--- config.mk ---
export PLATFORM = sky130hd
export DESIGN_NAME = storeAlign
export DESIGN_NICKNAME = d
export VERILOG_FILES = /design/src/verilog/lsuPkg.sv /design/src/verilog/storeAlign.sv
export VERILOG_INCLUDE_DIRS = /design/src /design/src/verilog
export SDC_FILE = /design/constraint.sdc
export NUM_CORES = 1
export LEC_CHECK = 0
export ABC_CLOCK_PERIOD_IN_PS = 1240
export BUFFER_PORTS_ARGS = -buffer_cell sky130_fd_sc_hd__buf_2
export CAP_MARGIN = 15
export CORE_AREA = 2 2 53 50
export DETAILED_ROUTE_END_ITERATION = 8
export DIE_AREA = 0 0 55 52
export GPL_TIMING_DRIVEN = 0
export PLACE_DENSITY_LB_ADDON = 0.15
export SYNTH_ARGS = -nofsm -noshare
export SYNTH_HDL_FRONTEND = slang
export SYNTH_SLANG_ARGS = --single-unit
--- constraint.sdc ---
create_clock -name vclk -period 1.24
set_input_delay 0.186 -clock vclk [all_inputs]
set_output_delay 0.186 -clock vclk [all_outputs]
set_load 0.1 [all_outputs]
--- src/verilog/lsu_settings.svh ---
// LSU widths and encodings

`ifndef LSU_SETTINGS_SVH
`define LSU_SETTINGS_SVH

//////////////////////////////
// data path widths
//////////////////////////////

// one hart word and the byte lanes it splits into
`define LSU_XLEN 32
`define LSU_BYTES 4

// DTIM depth in words, 1 KiB in total
`define LSU_DTIM_WORDS 256
// byte address bits that the DTIM decodes
`define LSU_ADR_BITS 10

//////////////////////////////
// M-stage control encodings
//////////////////////////////

// MemRWM is {read, write}, so 00 means no access in M
`define LSU_RW_READ 2'b10
`define LSU_RW_WRITE 2'b01

// access size lives in the low two bits of Funct3
`define LSU_SIZE_B 2'b00
`define LSU_SIZE_H 2'b01
`define LSU_SIZE_W 2'b10

// funct3 bit 2 picks zero extension (lbu, lhu)
`define LSU_F3_UNSIGNED 2

// AtomicM codes, where 00 is a plain load or store
`define LSU_ATOMIC_LR 2'b01
`define LSU_ATOMIC_SC 2'b10

`endif

--- src/verilog/lsuPkg.sv ---
// LSU shared types
`default_nettype none

`include "lsu_settings.svh"

package lsuPkg;

  //////////////////////////////
  // data word views
  //////////////////////////////

  // the same 32 bits seen as byte lanes or as halfword lanes
  // store replication, load lane select and DTIM byte writes all
  // pick lanes out of this word
  typedef union packed {
    logic [`LSU_BYTES-1:0][7:0]     bytes;
    logic [`LSU_BYTES/2-1:0][15:0]  halves;
  } dataWordT;

endpackage

`default_nettype wire

--- src/verilog/storeAlign.sv ---
// store data alignment
`timescale 1ns/100ps
`default_nettype none

`include "lsu_settings.svh"

module storeAlign (
  input  logic [1:0]             Funct3M,
  input  logic [1:0]             IEUAdrM,
  input  logic                   BigEndianM,
  input  logic [`LSU_XLEN-1:0]   WriteDataM,
  output logic [`LSU_XLEN-1:0]   StoreDataM,
  output logic [`LSU_BYTES-1:0]  ByteMaskM
);

  lsuPkg::dataWordT          wrWord;
  lsuPkg::dataWordT          leData;
  logic [`LSU_BYTES-1:0]     leMask;

  assign wrWord = WriteDataM;

  //////////////////////////////
  // lane replication
  //////////////////////////////

  // the low byte or halfword is copied into every lane, so whichever
  // lane the mask opens already holds the right value
  always_comb begin
    case (Funct3M)
      `LSU_SIZE_B: leData.bytes  = {`LSU_BYTES{wrWord.bytes[0]}};
      `LSU_SIZE_H: leData.halves = {(`LSU_BYTES/2){wrWord.halves[0]}};
      default:     leData        = wrWord;
    endcase
  end

  //////////////////////////////
  // byte mask
  //////////////////////////////

  // one bit per lane, shifted up by the offset inside the word
  always_comb begin
    case (Funct3M)
      `LSU_SIZE_B: leMask = `LSU_BYTES'(1) << IEUAdrM;
      `LSU_SIZE_H: leMask = `LSU_BYTES'(3) << {IEUAdrM[1], 1'b0};
      default:     leMask = '1;
    endcase
  end

  //////////////////////////////
  // big-endian swap
  //////////////////////////////

  // memory is addressed big-endian, so byte 0 of the hart view lands in
  // lane 3 and the mask flips with the data
  always_comb begin
    if (BigEndianM) begin
      StoreDataM = {<<8{leData}};
      ByteMaskM  = {<<{leMask}};
    end else begin
      StoreDataM = leData;
      ByteMaskM  = leMask;
    end
  end

endmodule

`default_nettype wire

==> flow_summary_export.csv, run 1 <==
group,metric,value,unit
yosys,syn_nets,174,
outcome,status,"stopped before the end",
place,place.gp.congestion,0.805,
yosys,yosys_warnings,0,
floorplan,rows,17,
clock_network,ctsResizeCount,224,
yosys,syn_inst,137,
yosys,synth_cell_types,25,
floorplan,start_util,0.400,
place,portBuffers,72,
place,hpwl,3.33,mm
floorplan,die_w,55,µm
yosys,syn_area_per_cell,6.83,µm²
place,place_inst,237,
clock_network,ctsHoldBuffers,0,
outcome,haltStage,"clock tree synthesis",
floorplan,die_height,52,µm
yosys,synth_seq_area_share,0,
yosys,syn-cell-area,936,µm²
outcome,firstError,"[ERROR DPL-0038] Utilization greater than 100%, impossible to legalize",
floorplan,ios,73,
clock_network,cts_setup_buffers,3,
cell families after synthesis:
group / synth area share
buffers and inverters: 0.143
multiplexers: 0.171
AO/OA/AOI/OAI: 0.426
AND/OR/NAND/NOR: 0.241
XOR/XNOR: 0.0187
metrics by stage:
stage          setup slack [ns]  setup TNS, ns   util  instance area, µm²  hold slack, ns
2_1_floorplan            -0.539         -13.88      -                1500           0.635
3_3_place_gp             -0.475         -13.93  0.810                1900           0.946
3_5_place_dp             -0.529         -14.95  0.810                1900           0.960
cell usage after synthesis:
library cell	instances	area, µm²
o22ai_1	24	150
nor2_1	21	78.8
a211oi_1	20	150
mux2i_1	16	160
nor3_1	16	80.1
a21oi_1	8	40.0
a211oi_2	4	50.1
buf_2	4	20.0
buf_4	3	22.5
buf_6	3	33.8
buf_8	3	45.0
nand2b_1	2	12.5
a21o_2	1	8.76
and2_1	1	6.26
clkbuf_1	1	3.75
clkbuf_2	1	5.00
inv_2	1	3.75
nand2_1	1	3.75
nand2_2	1	6.26
nor2b_1	1	6.26
nor2b_2	1	8.76
nor3_2	1	10.0
nor3b_2	1	12.5
xnor2_1	1	8.76
xor2_1	1	8.76
==> run 2: changes to the inputs <==
CORE_AREA = 2 2 63 65   (was 2 2 53 50)
DIE_AREA = 0 0 65 67   (was 0 0 55 52)
==> run 2 against run 1 <==
  * The flow now finishes, with violations (negative setup slack)
  * Synthesized cell count unchanged
  * Area after synthesis did not move
==> flow_summary_export.csv, run 2 <==
group,metric,value,unit
routing,wl,6.96,mm
cells_and_area,drive_gt1_frac,0.891,
routing,wire_per_inst,26.0,µm
cells_and_area,layout_common_cells,"42 x buf_12, 34 x buf_2, 24 x a211oi_4, 15 x nor3_4, 12 x o22ai_2",
grt,grt_pass1_wl,9.06,mm
outcome,status,"finished, violations left",
routing,vias,1638,
timing,max_freq,0.689,GHz
yosys,syn_area_per_cell,6.83,µm²
cells_and_area,syn_to_final_growth,241,%
timing,final-setup-viol-count,36,
timing,hold_slack,0.857,ns
routing,drcViolationCount,0,
floorplan,die_height,67,µm
timing,tns,-4.83,ns
place,portBuffers,72,
grt,grt_max_degree,11,
grt,first_global_vias,1708,
yosys,synth_most_common_cell,"o22ai_1",
hold_path,hold_class,"in2out",
timing,grt_setup_unrepaired,"yes",
floorplan,rows,22,
floorplan,die_w,65,µm
critical_path,start_kind,"input pin",
place,place_inst,257,
routing,viasPerCell,6.11,
critical_path,critical_path_required,1.05,ns
critical_path,critical_path_class,"in2out",
place,placed_area,1920,µm²
cells_and_area,nets,259,
place,pre_cts_ws,-0.561,ns
flow_run,drv_cap,0,
cells_and_area,design_area,3200,µm²
routing,ant_nets,0,
outcome,violations,"negative setup slack",
yosys,yosys_warnings,0,
grt,grt-ovfl-total,0,
cells_and_area,final_cells,268,
timing,min_period,1.45,ns
cells_and_area,regArea,0,µm²
cells_and_area,finish.utilization,0.886,
floorplan,core_area,3610,µm²
cells_and_area,multi_input_area,1750,µm²
yosys,yosysTopAreaCell,"mux2i_1",
timing,finalCritPeriodShare,1.17,
power,p_per_area,802,nW/µm²
yosys,synth_cell_types,25,
cells_and_area,fillCellCount,136,
cells_and_area,mostFrequentLayoutCell,"buf_12",
timing,finalWorstSetupSlack,-0.210,ns
place,hpwl,3.50,mm
floorplan,start_util,0.260,
yosys,syn_inst,137,
routing,first_iter_violations,102,
yosys,synthTopCellsByCount,"24 x o22ai_1, 21 x nor2_1, 20 x a211oi_1",
yosys,synth_area_leaders,"mux2i_1 17%, a211oi_1 16%, o22ai_1 16%",
timing,slew_violations,0,
power,p_leak,1.18,nW
timing,relSlewSlack,0.748,
routing,first_pass_iters,4,
critical_path,end_kind,"output pin",
timing,hold_viol_final,0,
yosys,syn_nets,174,
yosys,synth_seq_area_share,0,
cells_and_area,num_antenna_cells,0,
yosys,synth_top_area_frac,0.171,
cells_and_area,final.clkbuf_count,0,
floorplan,floorplan.die_area,4360,µm²
cells_and_area,seq_cell_count,0,
grt,grt_use_total,0.269,
power,total_power,2.56,mW
timing,worstMarginPinSlew,0.367,ns
floorplan,ios,73,
place,place.gp.congestion,0.727,
power,ir_drop,0.495,mV
yosys,syn-cell-area,936,µm²
grt,antenna_found_initial,0,
critical_path,path_max_fanout,8,
critical_path,cp.arrival,1.26,ns
==> run 2: cell counts after synthesis <==
No cell type changed its count.
==> run 2: area by class of cell <==
cell class	count	area share
Multi-Input combinational cell	121	0.546
Timing Repair Buffer	84	0.355
Buffer	14	0.0779
Tap cell	48	0.0188
Inverter	1	0.00196
==> run 2: logic make-up (layout without fill, tap and decap cells) <==
kind of cell,count (synthesis),count (layout),share of synthesized area
AO/OA/AOI/OAI,57,57,0.426
AND/OR/NAND/NOR,46,46,0.241
multiplexers,16,16,0.171
buffers and inverters,16,99,0.143
XOR/XNOR,2,2,0.0187
==> run 2: worst paths after layout <==
| path | endpoint | start | cells past startpoint | slack [ns] |
|---|---|---|---|---|
| setup / recovery | StoreDataM[30] | BigEndianM | 6 | -0.21 |
| hold / removal | StoreDataM[6] | WriteDataM[30] | 4 | 0.86 |
==> run 2: per-layer routing <==
layer	wire length, µm	vias to the layer above	track usage	share of wire
li1	-	694	-	-
met1	2470	824	0.315	0.35
met2	3820	95	0.522	0.55
met3	416	25	0.0220	0.060
met4	257	0	0.0691	0.037
met5	0	-	0	0
==> run 2: where the power goes <==
part           total [mW]  switching [mW]  internal [mW]
Sequential              0               0              0
Clock                   0               0              0
Combinational        2.56            1.60          0.964
Total                2.56            1.60          0.964
==> run 2: worst max-delay path, cell delays in order <==
cell and delay, ns:
buf_12 0.11, nand2b_1 0.11, buf_4 0.17, o22ai_1 0.17, a211oi_4 0.29, buf_12 0.22
==> run 2: timing repair <==
item / 4_1_cts / 5_1_grt
pin swaps: 18 / 23
gates resized for setup: 228 / 21
hold buffers: 0 / 0
setup endpoints to repair: 36 / 36
cloned: 1 / 5
buffers inserted: 2 / 4
Power figures use the tool's default switching activity.
==> run 3: changes to the inputs <==
SETUP_SLACK_MARGIN = 0.15   (was default)
==> run 3 against run 2 <==
  * The run still ends with negative setup slack left
  * Largest cell class unchanged
  * Highest routed layer unchanged
  * Critical path depth stayed put
  * Combinational power hardly changed
  * Global-route usage stayed put
  * Routed wire length is 0.69% lower
  * Flip-flop and latch count stayed put
  * Power is 0.15% lower
  * Largest power group unchanged
  * Final area is 0.24% higher
==> flow_summary_export.csv, run 3 (synthesized netlist as in run 2, its figures left out) <==
group,metric,value,unit
outcome,status,"finished, violations left",
outcome,violations,"negative setup slack",
cells_and_area,drive_gt1_frac,0.887,
place,hpwl,3.50,mm
place,place.gp.congestion,0.727,
critical_path,crit_top_cell,"buf_12",
cells_and_area,finish.utilization,0.888,
critical_path,cp.arrival,1.25,ns
clock_network,ctsHoldBuffers,0,
critical_path,path_max_fanout,8,
cells_and_area,seq_cell_count,0,
timing,hold_viol_final,0,
routing,wire_per_inst,25.7,µm
hold_path,hold_class,"in2out",
cells_and_area,multi_input_area,1730,µm²
place,place_inst,257,
floorplan,ios,73,
critical_path,crit_slowest_cell,"a211oi_4",
cells_and_area,design_area,3200,µm²
grt,first_global_vias,1708,
grt,grt_max_degree,11,
timing,final-setup-viol-count,36,
timing,grt_setup_unrepaired,"yes",
cells_and_area,syn_to_final_growth,242,%
power,p_leak,1.19,nW
cells_and_area,num_antenna_cells,0,
critical_path,end_kind,"output pin",
floorplan,floorplan.die_area,4360,µm²
cells_and_area,regArea,0,µm²
flow_run,drv_cap,0,
timing,hold_slack,0.860,ns
timing,slew_violations,0,
critical_path,critical_path.max_stage_delay,0.27,ns
timing,finalWorstSetupSlack,-0.193,ns
floorplan,start_util,0.260,
grt,grt_use_total,0.269,
timing,relSlewSlack,0.705,
hold_path,hold_path_depth,4,
critical_path,critical_path_class,"in2out",
grt,grt_pass1_wl,9.06,mm
critical_path,cp_cell_sequence,"buf_12 > buf_16 > inv_4 > o22ai_1 > a211oi_4 > buf_12",
critical_path,start_kind,"input pin",
place,portBuffers,72,
timing,worstMarginPinSlew,0.440,ns
grt,antenna_found_initial,0,
timing,max_freq,0.698,GHz
routing,first_iter_violations,110,
cells_and_area,final_cells,269,
routing,drcViolationCount,0,
place,placed_area,1920,µm²
power,ir_drop,0.473,mV
critical_path,critical_path_required,1.05,ns
routing,first_pass_iters,4,
timing,finalCritPeriodShare,1.16,
floorplan,die_height,67,µm
cells_and_area,final.clkbuf_count,0,
routing,vias,1632,
cells_and_area,mostFrequentLayoutCell,"buf_12",
floorplan,core_area,3610,µm²
power,p_per_area,799,nW/µm²
timing,min_period,1.43,ns
cells_and_area,fillCellCount,124,
floorplan,rows,22,
routing,viasPerCell,6.07,
grt,grt-ovfl-total,0,
cells_and_area,nets,260,
routing,wl,6.91,mm
floorplan,die_w,65,µm
cells_and_area,layout_common_cells,"42 x buf_12, 34 x buf_2, 24 x a211oi_4, 14 x nor3_4, 13 x o22ai_2",
power,total_power,2.56,mW
routing,ant_nets,0,
[run 3: changes by cell type in the layout (fill, tap and decap cells not counted), sizes merged]
cell    previous run  this run
clkbuf             6         7
[run 3: path summary, 6_finish.rpt]
check                     startpoint              to
worst min-delay path  WriteDataM[30]   StoreDataM[6]
worst max-delay path      BigEndianM  StoreDataM[29]
[run 3: worst max-delay path: cells and delay by family]
kind,cells,cell delay [ns]
AO/OA/AOI/OAI,2,0.45
buffers and inverters,4,0.59
[run 3: what timing repair did]
action                     CTS  global route
pin swaps                   18            21
gates cloned                 1             5
setup endpoints to repair   36            36
resized for setup          228            18
setup buffers                2             4
[run 3: per-stage QoR]
stage	setup WS, ns	TNS (ns)
finish	-0.193	-4.59
global route	-0.206	-5.28
CTS	-0.187	-4.28
detailed placement	-0.561	-15.18
global placement	-0.472	-14.16
floorplan	-0.539	-13.88
[run 3: metal layers]
metal | GRT usage | vias to the layer above | share of wire
met5 | 0 | - | 0
met3 | 0.0220 | 22 | 0.061
li1 | - | 699 | -
met2 | 0.522 | 88 | 0.53
met4 | 0.0691 | 0 | 0.043
met1 | 0.315 | 823 | 0.37
[run 3: power by group]
group | internal (mW) | switching, mW | total, mW | leakage [nW]
Clock | 0 | 0 | 0 | 0
Sequential | 0 | 0 | 0 | 0
Combinational | 0.967 | 1.59 | 2.56 | 1.19
Total | 0.967 | 1.59 | 2.56 | 1.19
[run 3: final cells by class]
| cell class | count | share of cell area |
|---|---|---|
| buffer | 15 | 0.0855 |
| inverter | 1 | 0.00195 |
| multi-input combinational | 121 | 0.539 |
| tap | 48 | 0.0188 |
| timing repair buffer | 84 | 0.354 |
==> run 4: changes to the inputs <==
--- a/config.mk
+++ b/config.mk
@@ -7,5 +7,5 @@
 export NUM_CORES = 1
 export LEC_CHECK = 0
-export ABC_CLOCK_PERIOD_IN_PS = 1240
+export ABC_CLOCK_PERIOD_IN_PS = 1800
 export BUFFER_PORTS_ARGS = -buffer_cell sky130_fd_sc_hd__buf_2
 export CAP_MARGIN = 15
==> constraint.sdc (replaced) <==
create_clock -name vclk -period 1.8
set_input_delay 0.27 -clock vclk [all_inputs]
set_output_delay 0.27 -clock vclk [all_outputs]
set_load 0.02 [all_outputs]
==> run 4 against run 3 <==
  * Flip-flop and latch count did not move
  * Cell count shrank 4.5%
  * Core utilization shrank 51 points
  * Count of clock-buffer cells in the layout is the same
  * Power shrank 80%
  * Sequential share of layout area unchanged
  * Critical path depth unchanged
  * Final area decreased by 57%
  * Worst setup slack improved by 0.39 ns
  * Hold slack improved by 0.11 ns
  * Combinational power down 80%
  * The flow now finishes without violations
==> flow_summary_export.csv, run 4 (synthesized netlist as in run 2, its figures left out) <==
group,metric,value,unit
place,placed_area,1360,µm²
cells_and_area,num_antenna_cells,0,
place,place.gp.congestion,0.806,
floorplan,start_util,0.260,
critical_path,path_max_fanout,10,
timing,tns,0,ns
cells_and_area,design_area,1370,µm²
routing,wl_met2,2.11,mm
routing,vias,1356,
cells_and_area,syn_to_final_growth,45.9,%
floorplan,core_area,3610,µm²
hold_path,hold_path_depth,4,
cells_and_area,finish.utilization,0.379,
timing,relSlewSlack,0.760,
cells_and_area,seq_cell_count,0,
routing,maxUsedRoutingLayer,"met3",
critical_path,cp.arrival,1.33,ns
cells_and_area,final_cells,257,
timing,worstMarginPinSlew,0.360,ns
place,pre_cts_ws,0.178,ns
grt,antenna_found_initial,0,
routing,drcViolationCount,0,
cells_and_area,mostFrequentLayoutCell,"buf_2",
timing,slew_violations,0,
grt,grt_pass1_wl,5.93,mm
routing,viasPerCell,5.28,
timing,finalCritPeriodShare,0.891,
power,total_power,0.503,mW
cells_and_area,nets,248,
routing,wl_met1,1.73,mm
timing,min_period,1.60,ns
clock_network,ctsResizeCount,0,
routing,wl,4.06,mm
flow_run,drv_cap,0,
timing,max_freq,0.623,GHz
cells_and_area,layout_common_cells,"75 x buf_2, 24 x o22ai_1, 21 x nor2_1, 20 x a211oi_1, 16 x mux2i_1",
power,p_leak,0.618,nW
grt,grt-ovfl-total,0,
floorplan,rows,22,
cells_and_area,fillCellCount,425,
floorplan,ios,73,
grt,first_global_vias,1188,
routing,first_pass_iters,4,
routing,ant_nets,0,
clock_network,ctsHoldBuffers,0,
hold_path,hold_class,"in2out",
power,ir_drop,0.145,mV
power,p_per_area,368,nW/µm²
place,hpwl,2.98,mm
outcome,status,"finished, final reports clean",
cells_and_area,drive_gt1_frac,0.469,
timing,finalWorstSetupSlack,0.196,ns
clock_network,cts_setup_buffers,0,
place,place_inst,257,
timing,final-setup-viol-count,0,
floorplan,die_w,65,µm
cells_and_area,final.clkbuf_count,0,
floorplan,die_height,67,µm
cells_and_area,regArea,0,µm²
routing,route.met3.wl,222,µm
critical_path,critical_path_class,"in2out",
place,portBuffers,72,
routing,wire_per_inst,15.8,µm
critical_path,start_kind,"input pin",
floorplan,floorplan.die_area,4360,µm²
routing,first_iter_violations,91,
timing,hold_viol_final,0,
grt,grt_use_total,0.173,
timing,hold_slack,0.966,ns
critical_path,critical_path_required,1.53,ns
critical_path,end_kind,"output pin",
timing,grt_setup_unrepaired,"yes",
grt,grt_max_degree,11,
-- run 4: changes by cell type in the layout (fill, tap and decap cells not counted), moves of 8 or more --
cell and change:
a211oi_1 +20, a211oi_4 -24, a21oi_1 +8, a21oi_4 -8, buf_12 -42, buf_2 +41, mux2i_1 +9, mux2i_4 -9
nor2_1 +13, nor2_4 -10, nor3_1 +15, nor3_4 -14, o22ai_1 +16, o22ai_2 -13
-- run 4: area by class of cell --
class              count  area (µm²)  area share
multi-input cells    121         807       0.591
repair buffers        72         360       0.264
well taps             48        60.1      0.0440
inverters              1        3.75     0.00275
plain buffers         15         134      0.0981
-- run 4: path summary, 6_finish.rpt --
| path | slack (ns) | from | endpoint |
|---|---|---|---|
| setup / recovery | 0.20 | Funct3M[1] | StoreDataM[25] |
| hold / removal | 0.97 | WriteDataM[10] | StoreDataM[10] |
-- run 4: where the power goes --
group | switching, mW | internal (mW) | total, mW | leakage, nW
Sequential | 0 | 0 | 0 | 0
Clock | 0 | 0 | 0 | 0
Combinational | 0.309 | 0.194 | 0.503 | 0.618
-- run 4: critical path: stages --
cell      delay (ns)
buf_2           0.09
buf_4           0.17
clkbuf_4        0.23
nor2_1          0.08
a211oi_1        0.28
buf_2           0.22
-- run 4: layer usage --
| metal | up-vias | GRT usage |
|---|---|---|
| met4 | 0 | 0 |
| met2 | 42 | 0.320 |
| li1 | 685 | - |
| met3 | 0 | 0.00845 |
| met1 | 629 | 0.234 |
| met5 | - | 0 |
