**src/verilog/lsu_settings.svh**
```systemverilog
// LSU widths and encodings

`ifndef LSU_SETTINGS_SVH
`define LSU_SETTINGS_SVH

//////////////////////////////
// data path widths
//////////////////////////////

// one hart word and the byte lanes it splits into
`define LSU_XLEN 32
`define LSU_BYTES 4

// DTIM depth in words, 1 KiB in total
`define LSU_DTIM_WORDS 256
// byte address bits that the DTIM decodes
`define LSU_ADR_BITS 10

//////////////////////////////
// M-stage control encodings
//////////////////////////////

// MemRWM is {read, write}, so 00 means no access in M
`define LSU_RW_READ 2'b10
`define LSU_RW_WRITE 2'b01

// access size lives in the low two bits of Funct3
`define LSU_SIZE_B 2'b00
`define LSU_SIZE_H 2'b01
`define LSU_SIZE_W 2'b10

// funct3 bit 2 picks zero extension (lbu, lhu)
`define LSU_F3_UNSIGNED 2

// AtomicM codes, where 00 is a plain load or store
`define LSU_ATOMIC_LR 2'b01
`define LSU_ATOMIC_SC 2'b10

`endif

```
**src/verilog/lsuControl.sv**
```systemverilog
// LSU control and LR/SC reservation
`timescale 1ns/100ps
`default_nettype none

`include "lsu_settings.svh"

module lsuControl (
  input  logic                      clk,
  input  logic                      arstN,
  input  logic                      StallW,
  input  logic [1:0]                MemRWM,
  input  logic [2:0]                Funct3M,
  input  logic [1:0]                AtomicM,
  input  logic [`LSU_XLEN-1:0]      IEUAdrE,
  input  logic [`LSU_XLEN-1:0]      IEUAdrM,
  output logic [`LSU_ADR_BITS-1:2]  DtimAdr,
  output logic                      DtimWriteEn,
  output logic                      DtimReadEn,
  output logic                      LoadMisalignedFaultM,
  output logic                      StoreAmoMisalignedFaultM,
  output logic                      SquashSCW,
  output logic                      CommittedM
);

  logic                  readM;
  logic                  writeM;
  logic                  misalignedM;
  logic                  lrKeptM;
  logic                  scM;
  logic                  scFailM;
  logic                  resValid;
  logic [`LSU_XLEN-1:2]  resAdr;

  //////////////////////////////
  // access decode and faults
  //////////////////////////////

  assign readM  = (MemRWM == `LSU_RW_READ);
  assign writeM = (MemRWM == `LSU_RW_WRITE);

  // bytes can sit anywhere, halfwords need an even address and
  // words need the low two bits clear
  always_comb begin
    case (Funct3M[1:0])
      `LSU_SIZE_H: misalignedM = IEUAdrM[0];
      `LSU_SIZE_W: misalignedM = |IEUAdrM[1:0];
      default:     misalignedM = 1'b0;
    endcase
  end

  assign LoadMisalignedFaultM     = readM & misalignedM;
  assign StoreAmoMisalignedFaultM = writeM & misalignedM;

  // an access that does not fault has to finish before an interrupt
  assign CommittedM = (readM | writeM) & ~misalignedM;

  //////////////////////////////
  // DTIM request
  //////////////////////////////

  // loads read ahead with the E address, stores write with the M address
  assign DtimAdr = writeM ? IEUAdrM[`LSU_ADR_BITS-1:2] : IEUAdrE[`LSU_ADR_BITS-1:2];

  // the read port is busy with the store address while a store is in M,
  // so the read data register keeps the last load word
  assign DtimReadEn = ~StallW & ~writeM;

  // faulting stores and failed SCs never reach memory
  assign DtimWriteEn = writeM & ~misalignedM & ~scFailM & ~StallW;

  //////////////////////////////
  // LR/SC reservation
  //////////////////////////////

  // a misaligned LR traps and leaves no reservation behind
  assign lrKeptM = readM & (AtomicM == `LSU_ATOMIC_LR) & ~misalignedM;
  assign scM     = writeM & (AtomicM == `LSU_ATOMIC_SC);

  // SC succeeds only on a live reservation for the same word
  assign scFailM = scM & ~(resValid & (resAdr == IEUAdrM[`LSU_XLEN-1:2]));

  always_ff @(posedge clk or negedge arstN) begin
    if (!arstN) begin
      resValid  <= 1'b0;
      SquashSCW <= 1'b0;
    end else if (!StallW) begin
      // any SC consumes the reservation, pass or fail
      if (scM) begin
        resValid <= 1'b0;
      end else if (lrKeptM) begin
        resValid <= 1'b1;
      end
      // the W stage squashes the SC result write for one cycle
      SquashSCW <= scFailM;
    end
  end

  // reserved word address, only meaningful while resValid is set
  always_ff @(posedge clk) begin
    if (!StallW && lrKeptM) begin
      resAdr <= IEUAdrM[`LSU_XLEN-1:2];
    end
  end

endmodule

`default_nettype wire

```
**config.mk**
```make
export PLATFORM = sky130hd
export DESIGN_NAME = lsuControl
export DESIGN_NICKNAME = d
export VERILOG_FILES = /design/src/verilog/lsuControl.sv
export VERILOG_INCLUDE_DIRS = /design/src /design/src/verilog
export SDC_FILE = /design/constraint.sdc
export NUM_CORES = 1
export LEC_CHECK = 0
export ABC_AREA = 0
export BUFFER_PORTS_ARGS = -buffer_cell sky130_fd_sc_hd__buf_2
export CORE_MARGIN = 8
export CORE_UTILIZATION = 35
export DETAILED_ROUTE_END_ITERATION = 8
export MAX_ROUTING_LAYER = met4
export PLACE_DENSITY = 0.66
export SYNTH_ARGS = -nofsm -noshare
export SYNTH_HDL_FRONTEND = slang
export SYNTH_SLANG_ARGS = --single-unit
```
**constraint.sdc**
```tcl
create_clock -name clk -period 2.24 [get_ports clk]
set_clock_uncertainty 0.05 [all_clocks]
set_input_delay 0.56 -clock clk [delete_from_list [all_inputs] [get_ports clk]]
set_output_delay 0.56 -clock clk [all_outputs]
set_load 0.05 [all_outputs]
```
Word-level counts from Yosys, hierarchy flattened
Cells that the tools add are included.

Reduce and logical (&&, ||, !) cells: 5. Bitwise logic cells: 18. Multiplexer cells: 4. Eq/ne operators: 7.

Operators by type and width (count): $eq A30 B30 Y1 (1); $and A1 B1 Y1 (12); $mux W8 (1); $eq A2 B1 Y1 const B (3); $eq A2 B2 Y1 const B (3); $not A1 Y1 (5); $mux W1 (2); $pmux W1 S2 (1); $reduce_and A2 Y1 (1); $reduce_bool A2 Y1 (1); $reduce_or A2 Y1 (1); $logic_and A1 B1 Y1 (1); $logic_not A1 Y1 (1); $or A1 B1 Y1 (1).

Input port bits: 74. Logic and storage cells: 37. Register bits: 32.

Logic depth before layout (Yosys ltp)
Gate-level depths: netlist of the first run.

Word-level depth: 7. Gate-level depth with buffers: 7. Depth with buffers taken out: 7.

Worst setup path before layout of the first run
Ideal clock, no wire load.

Kind: input to register. Start: input port Funct3M[0]. End: register resAdr[10] (netlist bit) (enable). Arrival time: 3.950 ns. Stages on the path: 5. Setup time: 0.499 ns. Path slack: -2.259 ns. Cells stage by stage: inv_1 > ha_1 > o21ai_0 > a21oi_1 > nor4_1.

Cells in the longest elaborated chain, start to end: 5. Elaborated cells on any way between the ends: 6. Classes of those cells: eq/ne: 2; mux: 1; bitwise: 2; reduce/logical: 1.

Ends and longest elaborated chain: start, declared (line lsuControl.sv:12) `input logic [2:0] Funct3M,`; $eq A2 B2 Y1 or $eq A2 B1 Y1 (tied branches) (line lsuControl.sv:44) `case (Funct3M[1:0])`; $pmux W1 S2 * (line lsuControl.sv:44); $not A1 Y1 * (line lsuControl.sv:76) `` assign lrKeptM = readM & (AtomicM == `LSU_ATOMIC_LR) & ~misalignedM; ``; $and A1 B1 Y1 * (line lsuControl.sv:76); $logic_and A1 B1 Y1 * (line lsuControl.sv:100) `if (!StallW && lrKeptM) begin`; end signal, assigned (line lsuControl.sv:101) `` resAdr <= IEUAdrM[`LSU_XLEN-1:2]; ``; end, declared (line lsuControl.sv:32) `` logic [`LSU_XLEN-1:2] resAdr; ``.

Every way passes the cells marked *; elsewhere a longest branch is shown, timed or not. A chain may end at the register's enable or synchronous reset.

Worst setup path after layout of the first run
Start: register resAdr[17] (netlist bit). End: output port DtimWriteEn.

Cells in the longest elaborated chain, start to end: 7.

Ends and longest elaborated chain: $eq A30 B30 Y1 (line lsuControl.sv:80) `` assign scFailM = scM & ~(resValid & (resAdr == IEUAdrM[`LSU_XLEN-1:2])); ``; $and A1 B1 Y1 (line lsuControl.sv:80); $not A1 Y1 (line lsuControl.sv:80); $and A1 B1 Y1 (line lsuControl.sv:80); $not A1 Y1 (line lsuControl.sv:69) `assign DtimWriteEn = writeM & ~misalignedM & ~scFailM & ~StallW;`; $and A1 B1 Y1 (2 in series) (line lsuControl.sv:69); end, declared (line lsuControl.sv:17) `output logic DtimWriteEn,`.

No other way between the ends.

==> results of run 1 <==
cell usage after synthesis, types with 2 or more instances:
cell type and n:
edfxtp_1 30, xnor2_1 19, xor2_1 11, mux2_2 8
nand4_1 6, inv_1 5, nor4_1 5, ha_1 4
nor2_1 4, and2_1 2, dfrtp_1 2, nand2b_1 2
cells by family (layout without fill, tap and decap cells):
| family | Yosys count | in the layout |
|---|---|---|
| AO/OA/AOI/OAI | 4 | 4 |
| multiplexers | 8 | 8 |
| buffers and inverters | 6 | 87 |
| XOR/XNOR | 30 | 30 |
| adder cells (fa/ha/maj) | 4 | 4 |
| flip-flops | 32 | 32 |
| AND/OR/NAND/NOR | 21 | 21 |
final cells by class:
cell class              count  area [sq um]  share of cell area (%)
clock buffers               5          68.8                    3.03
multi-input cells          67           698                    30.7
flip-flops and latches     32           951                    41.8
well taps                  52          65.1                    2.86
repair buffers             75           458                    20.1
clock inverters             2          7.51                   0.330
inverters                   5          26.3                    1.16
state kept, by name (all words and copies together), names as in the netlist:
register / flops
resAdr: 30
SquashSCW: 1
resValid: 1
power breakdown:
part           total, mW  internal (mW)  switching, mW
logic              0.258          0.114          0.145
clock network      0.400          0.204          0.195
registers          0.678          0.670        0.00785
total               1.34          0.988          0.348
metrics by stage:
| stage | instance area, sq um | hold WS (ps) |
|---|---|---|
| after floorplan | 1670 | 214 |
| after global placement | 2130 | 296 |
| after detailed placement | 2130 | 296 |
| after CTS | 2250 | 418 |
| after global routing | 2270 | 419 |
| final | 2270 | 428 |
critical path: cells and delay by family (launching register included):
| kind | cells | cell delay [ps] |
|---|---|---|
| DFF | 1 | 420 |
| and+or+nand+nor | 3 | 590 |
| AOI/OAI and AO/OA | 1 | 310 |
| xor gates and xnor gates | 1 | 140 |
| buffers and inverters | 2 | 360 |
routing by layer:
| layer | share of wire [%] | up-vias |
|---|---|---|
| met5 | 0 | - |
| met4 | 1.1 | 0 |
| met3 | 5.4 | 3 |
| met2 | 53 | 37 |
| met1 | 41 | 510 |
| li1 | - | 543 |
worst max path at each step:
| stage | cells past startpoint | slack [ps] | from | to |
|---|---|---|---|---|
| final | 7 | -480 | resAdr[17]$_DFFE_PP_ | DtimWriteEn |
| after global routing | 7 | -640 | resAdr[17]$_DFFE_PP_ | DtimWriteEn |
| after CTS | 8 | -520 | IEUAdrM[13] | DtimWriteEn |
| after detailed placement | 8 | -570 | IEUAdrM[5] | DtimWriteEn |
| after global placement | 8 | -540 | IEUAdrM[5] | DtimWriteEn |
| after floorplan | 4 | -230 | Funct3M[0] | resAdr[10]$_DFFE_PP_ |
what timing repair did:
action	4_1_cts	5_1_grt
hold buffers	1	0
hold endpoints to repair	2	0
setup endpoints to repair	5	12
buffers inserted	1	1
pin swaps	5	6
resized for setup	7	10
==> run metrics, run 1 <==
outcome finished with violations; failing checks setup timing; Post-synth EDFFs 30; Syn. warnings 0; CP max stage delay 420 ps; initial antenna violation count 0; DR vias/cell 4.59; Die Ht 82.0 um; final hold vios 0; Post-DP HPWL 2970 um; fin nets 264; H-tree levels 2; worst r2r src resAdr[17]$_DFFE_PP_; CP Max Fanout 2; mux share of post-synthesis cell area 5.91%; Final TNS setup -476 ps; commonest non-fill, non-tap cell in the layout buf_2; RSZ-0062 raised after global routing yes; grt met1 use 12.3%; critical path arrival 2110 ps; final non-filler cell total 238; GRT Overall Usage 11.7%; M3 GR Usage 3.39%; Synth Area in Compound Gates 1.89%; minimum clock period 2720 ps; asr flop ratio synth 6.25%; Cells after Synth 105; Hold EP resAdr[12]$_DFFE_PP_; Most Crowded Layer GR met2; Critical Path Sink Type output port; root buffer cell clkbuf_8; Most common cell on crit path nand4_1; final cycle utilization of the critical path 121%; Hold/Removal Path Class input pin to flop; startpoint type of the worst setup path flop; Area growth syn-to-layout 49.1%; Min-Delay Path Depth 1; synthesized cell area 0.00153 sq mm; largest vdd supply drop 0.429 mV; Skew-Pair Late Insertion Delay 280 ps; die width 82.0 um; CTS Buf Count 5; Final Max Tran Viols 0; Synth Area in Simple Gates 7.88%; crit path kind flop to output port; pwr dens 587 mW/mm^2; Crit-path slowest cell edfxtp_1; routed wire length 3610 um; worst-margin pin slew 283 ps; most frequent cells in the layout buf_2, edfxtp_1, buf_4, xnor2_1, xor2_1; post-synthesis cell type count 19; max cap viols 0; Post-Synth XOR/XNOR Area 17.2%; DRT iter0 DRCs 37; via count 1,093; Synth Net Count 183; worst r2r dst SquashSCW$_DFFE_PN0N_; grt ovf 0; Synth top area share 59.1%; HP Start IEUAdrM[12]; post-route setup slack -476 ps; fraction of layout cells with a size suffix above 1 57.5%; Synth Register Bits 32; CTS sink count 32; vias in the first global route 1,298; total power draw 1.34 mW; CP Cell Sequence xnor2_2 > nand4_1 > nor4_2 > buf_4 > nand4_1 > a311oi_4 > buf_6; DP Worst Slack -571 ps; largest area contributor in the netlist edfxtp_1; ANT cells 0; CP required 1630 ps; initial core utilization 35.8%; Final Setup Violations 1; Routed WL per cell 15.2 um; largest net degree at the start of global routing 32; Fmax 368 MHz; layout filler cell count 379; Synth Flop Type edfxtp_1; total core area 0.00426 sq mm; r2r setup slk 140 ps; gp weighted congestion 0.834; Slew headroom 81.0%; Static Leak 0.908 nW; largest family of logic cells by synthesized area XOR/XNOR gates; Pre-Repair DR Iteration Count 3; CTS Buffer Depth 2; Synth Area in Adders 3.28%; register area share after synthesis 62.3%; CTS tree built; I/O pin cnt 88; drt drc 0; Synth area leaders edfxtp_1, xnor2_1, xor2_1; row cnt 24; clk slew on worst S/H paths 60 ps; Core Util, Final 53.3%; grt met2 use 20.2%; first-pass GRT wire length 5800 um; die footprint 0.00673 sq mm; Avg Inst Size Synth 14.5 sq um; r2r worst-path depth 9; final antenna-violating net count 0; port buffer count 62; DP Cell Count 228
(Power assumes the default switching activity.)
==> run 2, diff against run 1 <==
Settings changed: BUFFER_PORTS_ARGS -buffer_cell sky130_fd_sc_hd__buf_2 to -buffer_cell sky130_fd_sc_hd__clkbuf_2.
==> run metrics, run 2 (synthesis results as in run 1) <==
P_sw 0.345 mW; Final TNS setup -453 ps; FF/Latch Area 951 sq um; row cnt 24; initial antenna violation count 0; crit path kind flop to output port; startpoint type of the worst setup path flop; layout filler cell count 371; Top delay family on crit path simple AND/OR/NAND/NOR gates; CP max stage delay 400 ps; die footprint 0.00673 sq mm; H-tree levels 2; Placed Area 0.00218 sq mm; internal power 1.04 mW; total power draw 1.38 mW; outcome finished with violations; Static Leak 0.940 nW; switching share of power 25.0%; initial core utilization 35.8%; CTS Buffer Depth 2; port buffer count 62; CP required 1630 ps; CTS sink count 32; combinational share of power 18.9%; drt drc 0; Area growth syn-to-layout 51.9%; DR vias/cell 4.61; biggest regs resAdr x30, SquashSCW x1, resValid x1; final cycle utilization of the critical path 120%; minimum clock period 2690 ps; worst-margin pin slew 328 ps; final hold vios 0; vias in the first global route 1,297; Pre-Repair DR Iteration Count 3; DP Worst Slack -484 ps; clock power share 32.0%; critical path arrival 2080 ps; Min Hold Slack 438 ps; post-route setup slack -453 ps; final antenna-violating net count 0; I/O pin cnt 88; Die Ht 82.0 um; failing checks setup timing; pwr dens 597 mW/mm^2; Seq pwr share 49.1%; ANT cells 0; Post-DP HPWL 3040 um; final non-filler cell total 241; gp weighted congestion 0.797; fin nets 266; CTS tree built; first-pass GRT wire length 5940 um; clk slew on worst S/H paths 60 ps; Final Setup Violations 1; RSZ-0062 raised after global routing yes; via count 1,112; commonest non-fill, non-tap cell in the layout clkbuf_2; r2r setup slk 310 ps; DRT iter0 DRCs 62; root buffer cell clkbuf_8; Largest Register resAdr; max reg flops 30; Critical Path Sink Type output port; grt ovf 0; CP Cell Sequence xnor2_1 > nand4_1 > nor4_2 > buf_4 > nand4_1 > a311oi_4 > buf_12; largest net degree at the start of global routing 32; most frequent cells in the layout clkbuf_2, edfxtp_1, buf_4, xnor2_1, xor2_1; CTS Buf Count 5; max cap viols 0; die width 82.0 um; largest vdd supply drop 0.418 mV; Skew-Pair Late Insertion Delay 270 ps; CP Max Fanout 2; Most common cell on crit path nand4_1; fraction of layout cells with a size suffix above 1 57.7%; Core Util, Final 54.3%; total core area 0.00426 sq mm; Crit-path slowest cell edfxtp_1; Routed WL per cell 15.0 um; GRT Overall Usage 12.2%; Hold/Removal Path Class input pin to flop; Slew headroom 78.1%; crit path buf inv count 2; Fmax 371 MHz; Finished Cell Area 0.00232 sq mm; DP Cell Count 231; routed wire length 3610 um; multi-input logic area 696 sq um; Final Max Tran Viols 0
==> run 2: cell count changes in the layout (fill, tap and decap cells not counted) <==
| cell | change |
|---|---|
| clkbuf_1 | +2 |
| clkbuf_4 | -3 |
| buf_6 | -1 |
| buf_2 | -49 |
| ha_1 | +1 |
| clkbuf_8 | +1 |
| buf_12 | +2 |
| ha_2 | -1 |
| clkinv_1 | -2 |
| clkbuf_2 | +51 |
| buf_4 | +2 |
==> run 2: worst reg2reg max path, delay by kind of cell (launching register included) <==
family	cells	cell delay (ps)
buffers and inverters	3	460
AND/OR/NAND/NOR	3	580
AO/OA/AOI/OAI	1	190
XOR/XNOR	1	140
flip-flops	1	400
==> run 2: metal layers <==
layer / up-vias / track usage (%) / wire, um
li1: 558 / - / -
met1: 514 / 13.9 / 1540
met2: 38 / 19.7 / 1890
met3: 2 / 4.60 / 171
met4: 0 / 3.16 / 6
met5: - / - / 0
==> run 2: final cells by class <==
type                    count  share of cell area, %
flip-flops and latches     32                   41.0
clock buffers               8                   3.89
inverters                   5                   1.13
repair buffers             77                   21.1
well taps                  52                   2.81
multi-input cells          67                   30.0
==> run 2: final timing paths <==
check	from	endpoint	cells after the start
worst max-delay path	resAdr[24]$_DFFE_PP_	DtimWriteEn	7
worst max register to register	resAdr[24]$_DFFE_PP_	SquashSCW$_DFFE_PN0N_	8
worst min register to register	SquashSCW$_DFFE_PN0N_	SquashSCW$_DFFE_PN0N_	1
worst min-delay path	IEUAdrM[12]	resAdr[12]$_DFFE_PP_	1
max in group asynchronous	arstN	resValid$_DFFE_PN0P_	2
min in group asynchronous	arstN	SquashSCW$_DFFE_PN0N_	2
==> run 2: repair_timing <==
item,in CTS,in global routing
resized for setup,2,21
hold buffers,1,0
pin swaps,5,1
endpoints found under the setup margin,2,9
hold endpoints to repair,2,0
setup buffers,1,0
==> run 2: power groups by stage <==
| stage | registers [mW] | clock network (mW) | logic, mW |
|---|---|---|---|
| 2_1_floorplan | 0.692 | 0 | 0.143 |
| 3_3_place_gp | 0.690 | 0 | 0.249 |
| 3_5_place_dp | 0.691 | 0 | 0.257 |
| 4_1_cts | 0.678 | 0.457 | 0.261 |
| 5_1_grt | 0.680 | 0.483 | 0.282 |
| 6_report | 0.678 | 0.442 | 0.262 |
==> run 3, diff against run 2 <==
Settings changed: CORE_ASPECT_RATIO from default to 0.8, RECOVER_POWER from default to 100.
==> run metrics, run 3 (synthesis results as in run 1) <==
outcome finished with violations; failing checks setup timing; Critical Path Sink Type output port; post-route setup slack -481 ps; final antenna-violating net count 0; total core area 0.00418 sq mm; die footprint 0.00674 sq mm; routed wire length 3620 um; Routed WL per cell 14.7 um; startpoint type of the worst setup path flop; GRT Overall Usage 11.0%; largest net degree at the start of global routing 32; CP required 1630 ps; Largest Register resAdr; pwr dens 596 mW/mm^2; fin nets 267; critical path arrival 2110 ps; layout filler cell count 368; Die Ht 75.0 um; I/O pin cnt 88; Slew headroom 58.9%; CTS Buf Count 5; final cycle utilization of the critical path 121%; Skew-Pair Late Insertion Delay 280 ps; HP Start IEUAdrM[11]; DRT iter0 DRCs 29; minimum clock period 2720 ps; max cap viols 0; grt ovf 0; Final TNS setup -1240 ps; commonest non-fill, non-tap cell in the layout clkbuf_1; biggest regs resAdr x30, SquashSCW x1, resValid x1; Static Leak 0.835 nW; port buffer count 62; CP Max Fanout 2; final hold vios 0; Post-DP HPWL 2990 um; via count 1,113; Pre-Repair DR Iteration Count 4; worst-margin pin slew 619 ps; DR vias/cell 4.51; die width 89.8 um; fraction of layout cells with a size suffix above 1 41.6%; DP Cell Count 238; worst r2r src resAdr[3]$_DFFE_PP_; RSZ-0062 raised after global routing yes; Finished Cell Area 0.00223 sq mm; Final Max Tran Viols 0; Hold/Removal Path Class input pin to flop; row cnt 21; initial core utilization 36.5%; CTS sink count 32; CTS tree built; ANT cells 0; most frequent cells in the layout clkbuf_1, edfxtp_1, clkbuf_2, xnor2_1, buf_4; max reg flops 30; final non-filler cell total 247; crit path kind flop to output port; Setup Buffers After CTS 0; initial antenna violation count 0; r2r setup slk 380 ps; H-tree levels 2; clk slew on worst S/H paths 60 ps; vias in the first global route 1,263; Fmax 367 MHz; Critical path origin resAdr[3]$_DFFE_PP_; first-pass GRT wire length 5660 um; Placed Area 0.00222 sq mm; root buffer cell clkbuf_8; Area growth syn-to-layout 46.2%; largest vdd supply drop 0.367 mV; CTS Buffer Depth 2; drt drc 0; Final Setup Violations 11; gp weighted congestion 0.786; total power draw 1.33 mW
==> run 3: changes by cell type in the layout (fill, tap and decap cells not counted), sizes merged <==
cell,previous run,this run
buf,24,23
clkbuf,60,59
clkinv,0,3
clkinvlp,0,1
inv,5,4
==> run 3: critical path: stages (launching register included) <==
cell      delay [ps]
edfxtp_1         410
xnor2_2          170
nand4_1          120
nor4_2           310
buf_4            150
nand4_1          150
a311oi_4         340
buf_12           180
==> run 3: through the flow <==
stage	utilization (%)	hold slack, ps	setup WS (ps)
2_1_floorplan	-	214	-226
3_3_place_gp	53.0	296	-542
3_5_place_dp	53.0	299	-558
4_1_cts	55.4	429	-549
5_1_grt	53.4	457	-623
6_report	53.4	459	-481
==> run 3: area by class of cell <==
type,count,area [sq um],share of cell area (%)
clock buffers,5,68.8,3.09
inverters,5,20.0,0.898
well taps,57,71.3,3.20
flip-flops and latches,32,951,42.6
repair buffers,78,422,18.9
clock inverters,3,13.8,0.617
multi-input cells,67,683,30.6
==> run 3: path summary, 6_finish.rpt <==
path / depth (start not counted) / end
max: 7 / DtimWriteEn
min: 1 / resAdr[11]$_DFFE_PP_
max reg2reg: 7 / SquashSCW$_DFFE_PN0N_
min reg2reg: 1 / SquashSCW$_DFFE_PN0N_
max in group asynchronous: 2 / resValid$_DFFE_PN0P_
min in group asynchronous: 2 / SquashSCW$_DFFE_PN0N_
==> run 3: per-layer routing <==
| metal | track usage [%] | wire length, um | vias up |
|---|---|---|---|
| met5 | - | 0 | - |
| met4 | 3.93 | 36 | 0 |
| met3 | 4.48 | 269 | 5 |
| met2 | 18.0 | 1750 | 40 |
| met1 | 12.2 | 1570 | 514 |
| li1 | - | - | 554 |
==> run 3: timing repair <==
action,CTS,global route
pin swaps,3,0
gates resized for setup,1,10
endpoints found under the setup margin,1,10
endpoints found under the hold margin,2,0
hold buffers,1,0
==> run 3: report_power, final <==
group | switching [mW] | total [mW] | internal (mW)
registers | 0.00807 | 0.678 | 0.670
logic | 0.144 | 0.245 | 0.101
clock network | 0.197 | 0.407 | 0.210
total | 0.349 | 1.33 | 0.981
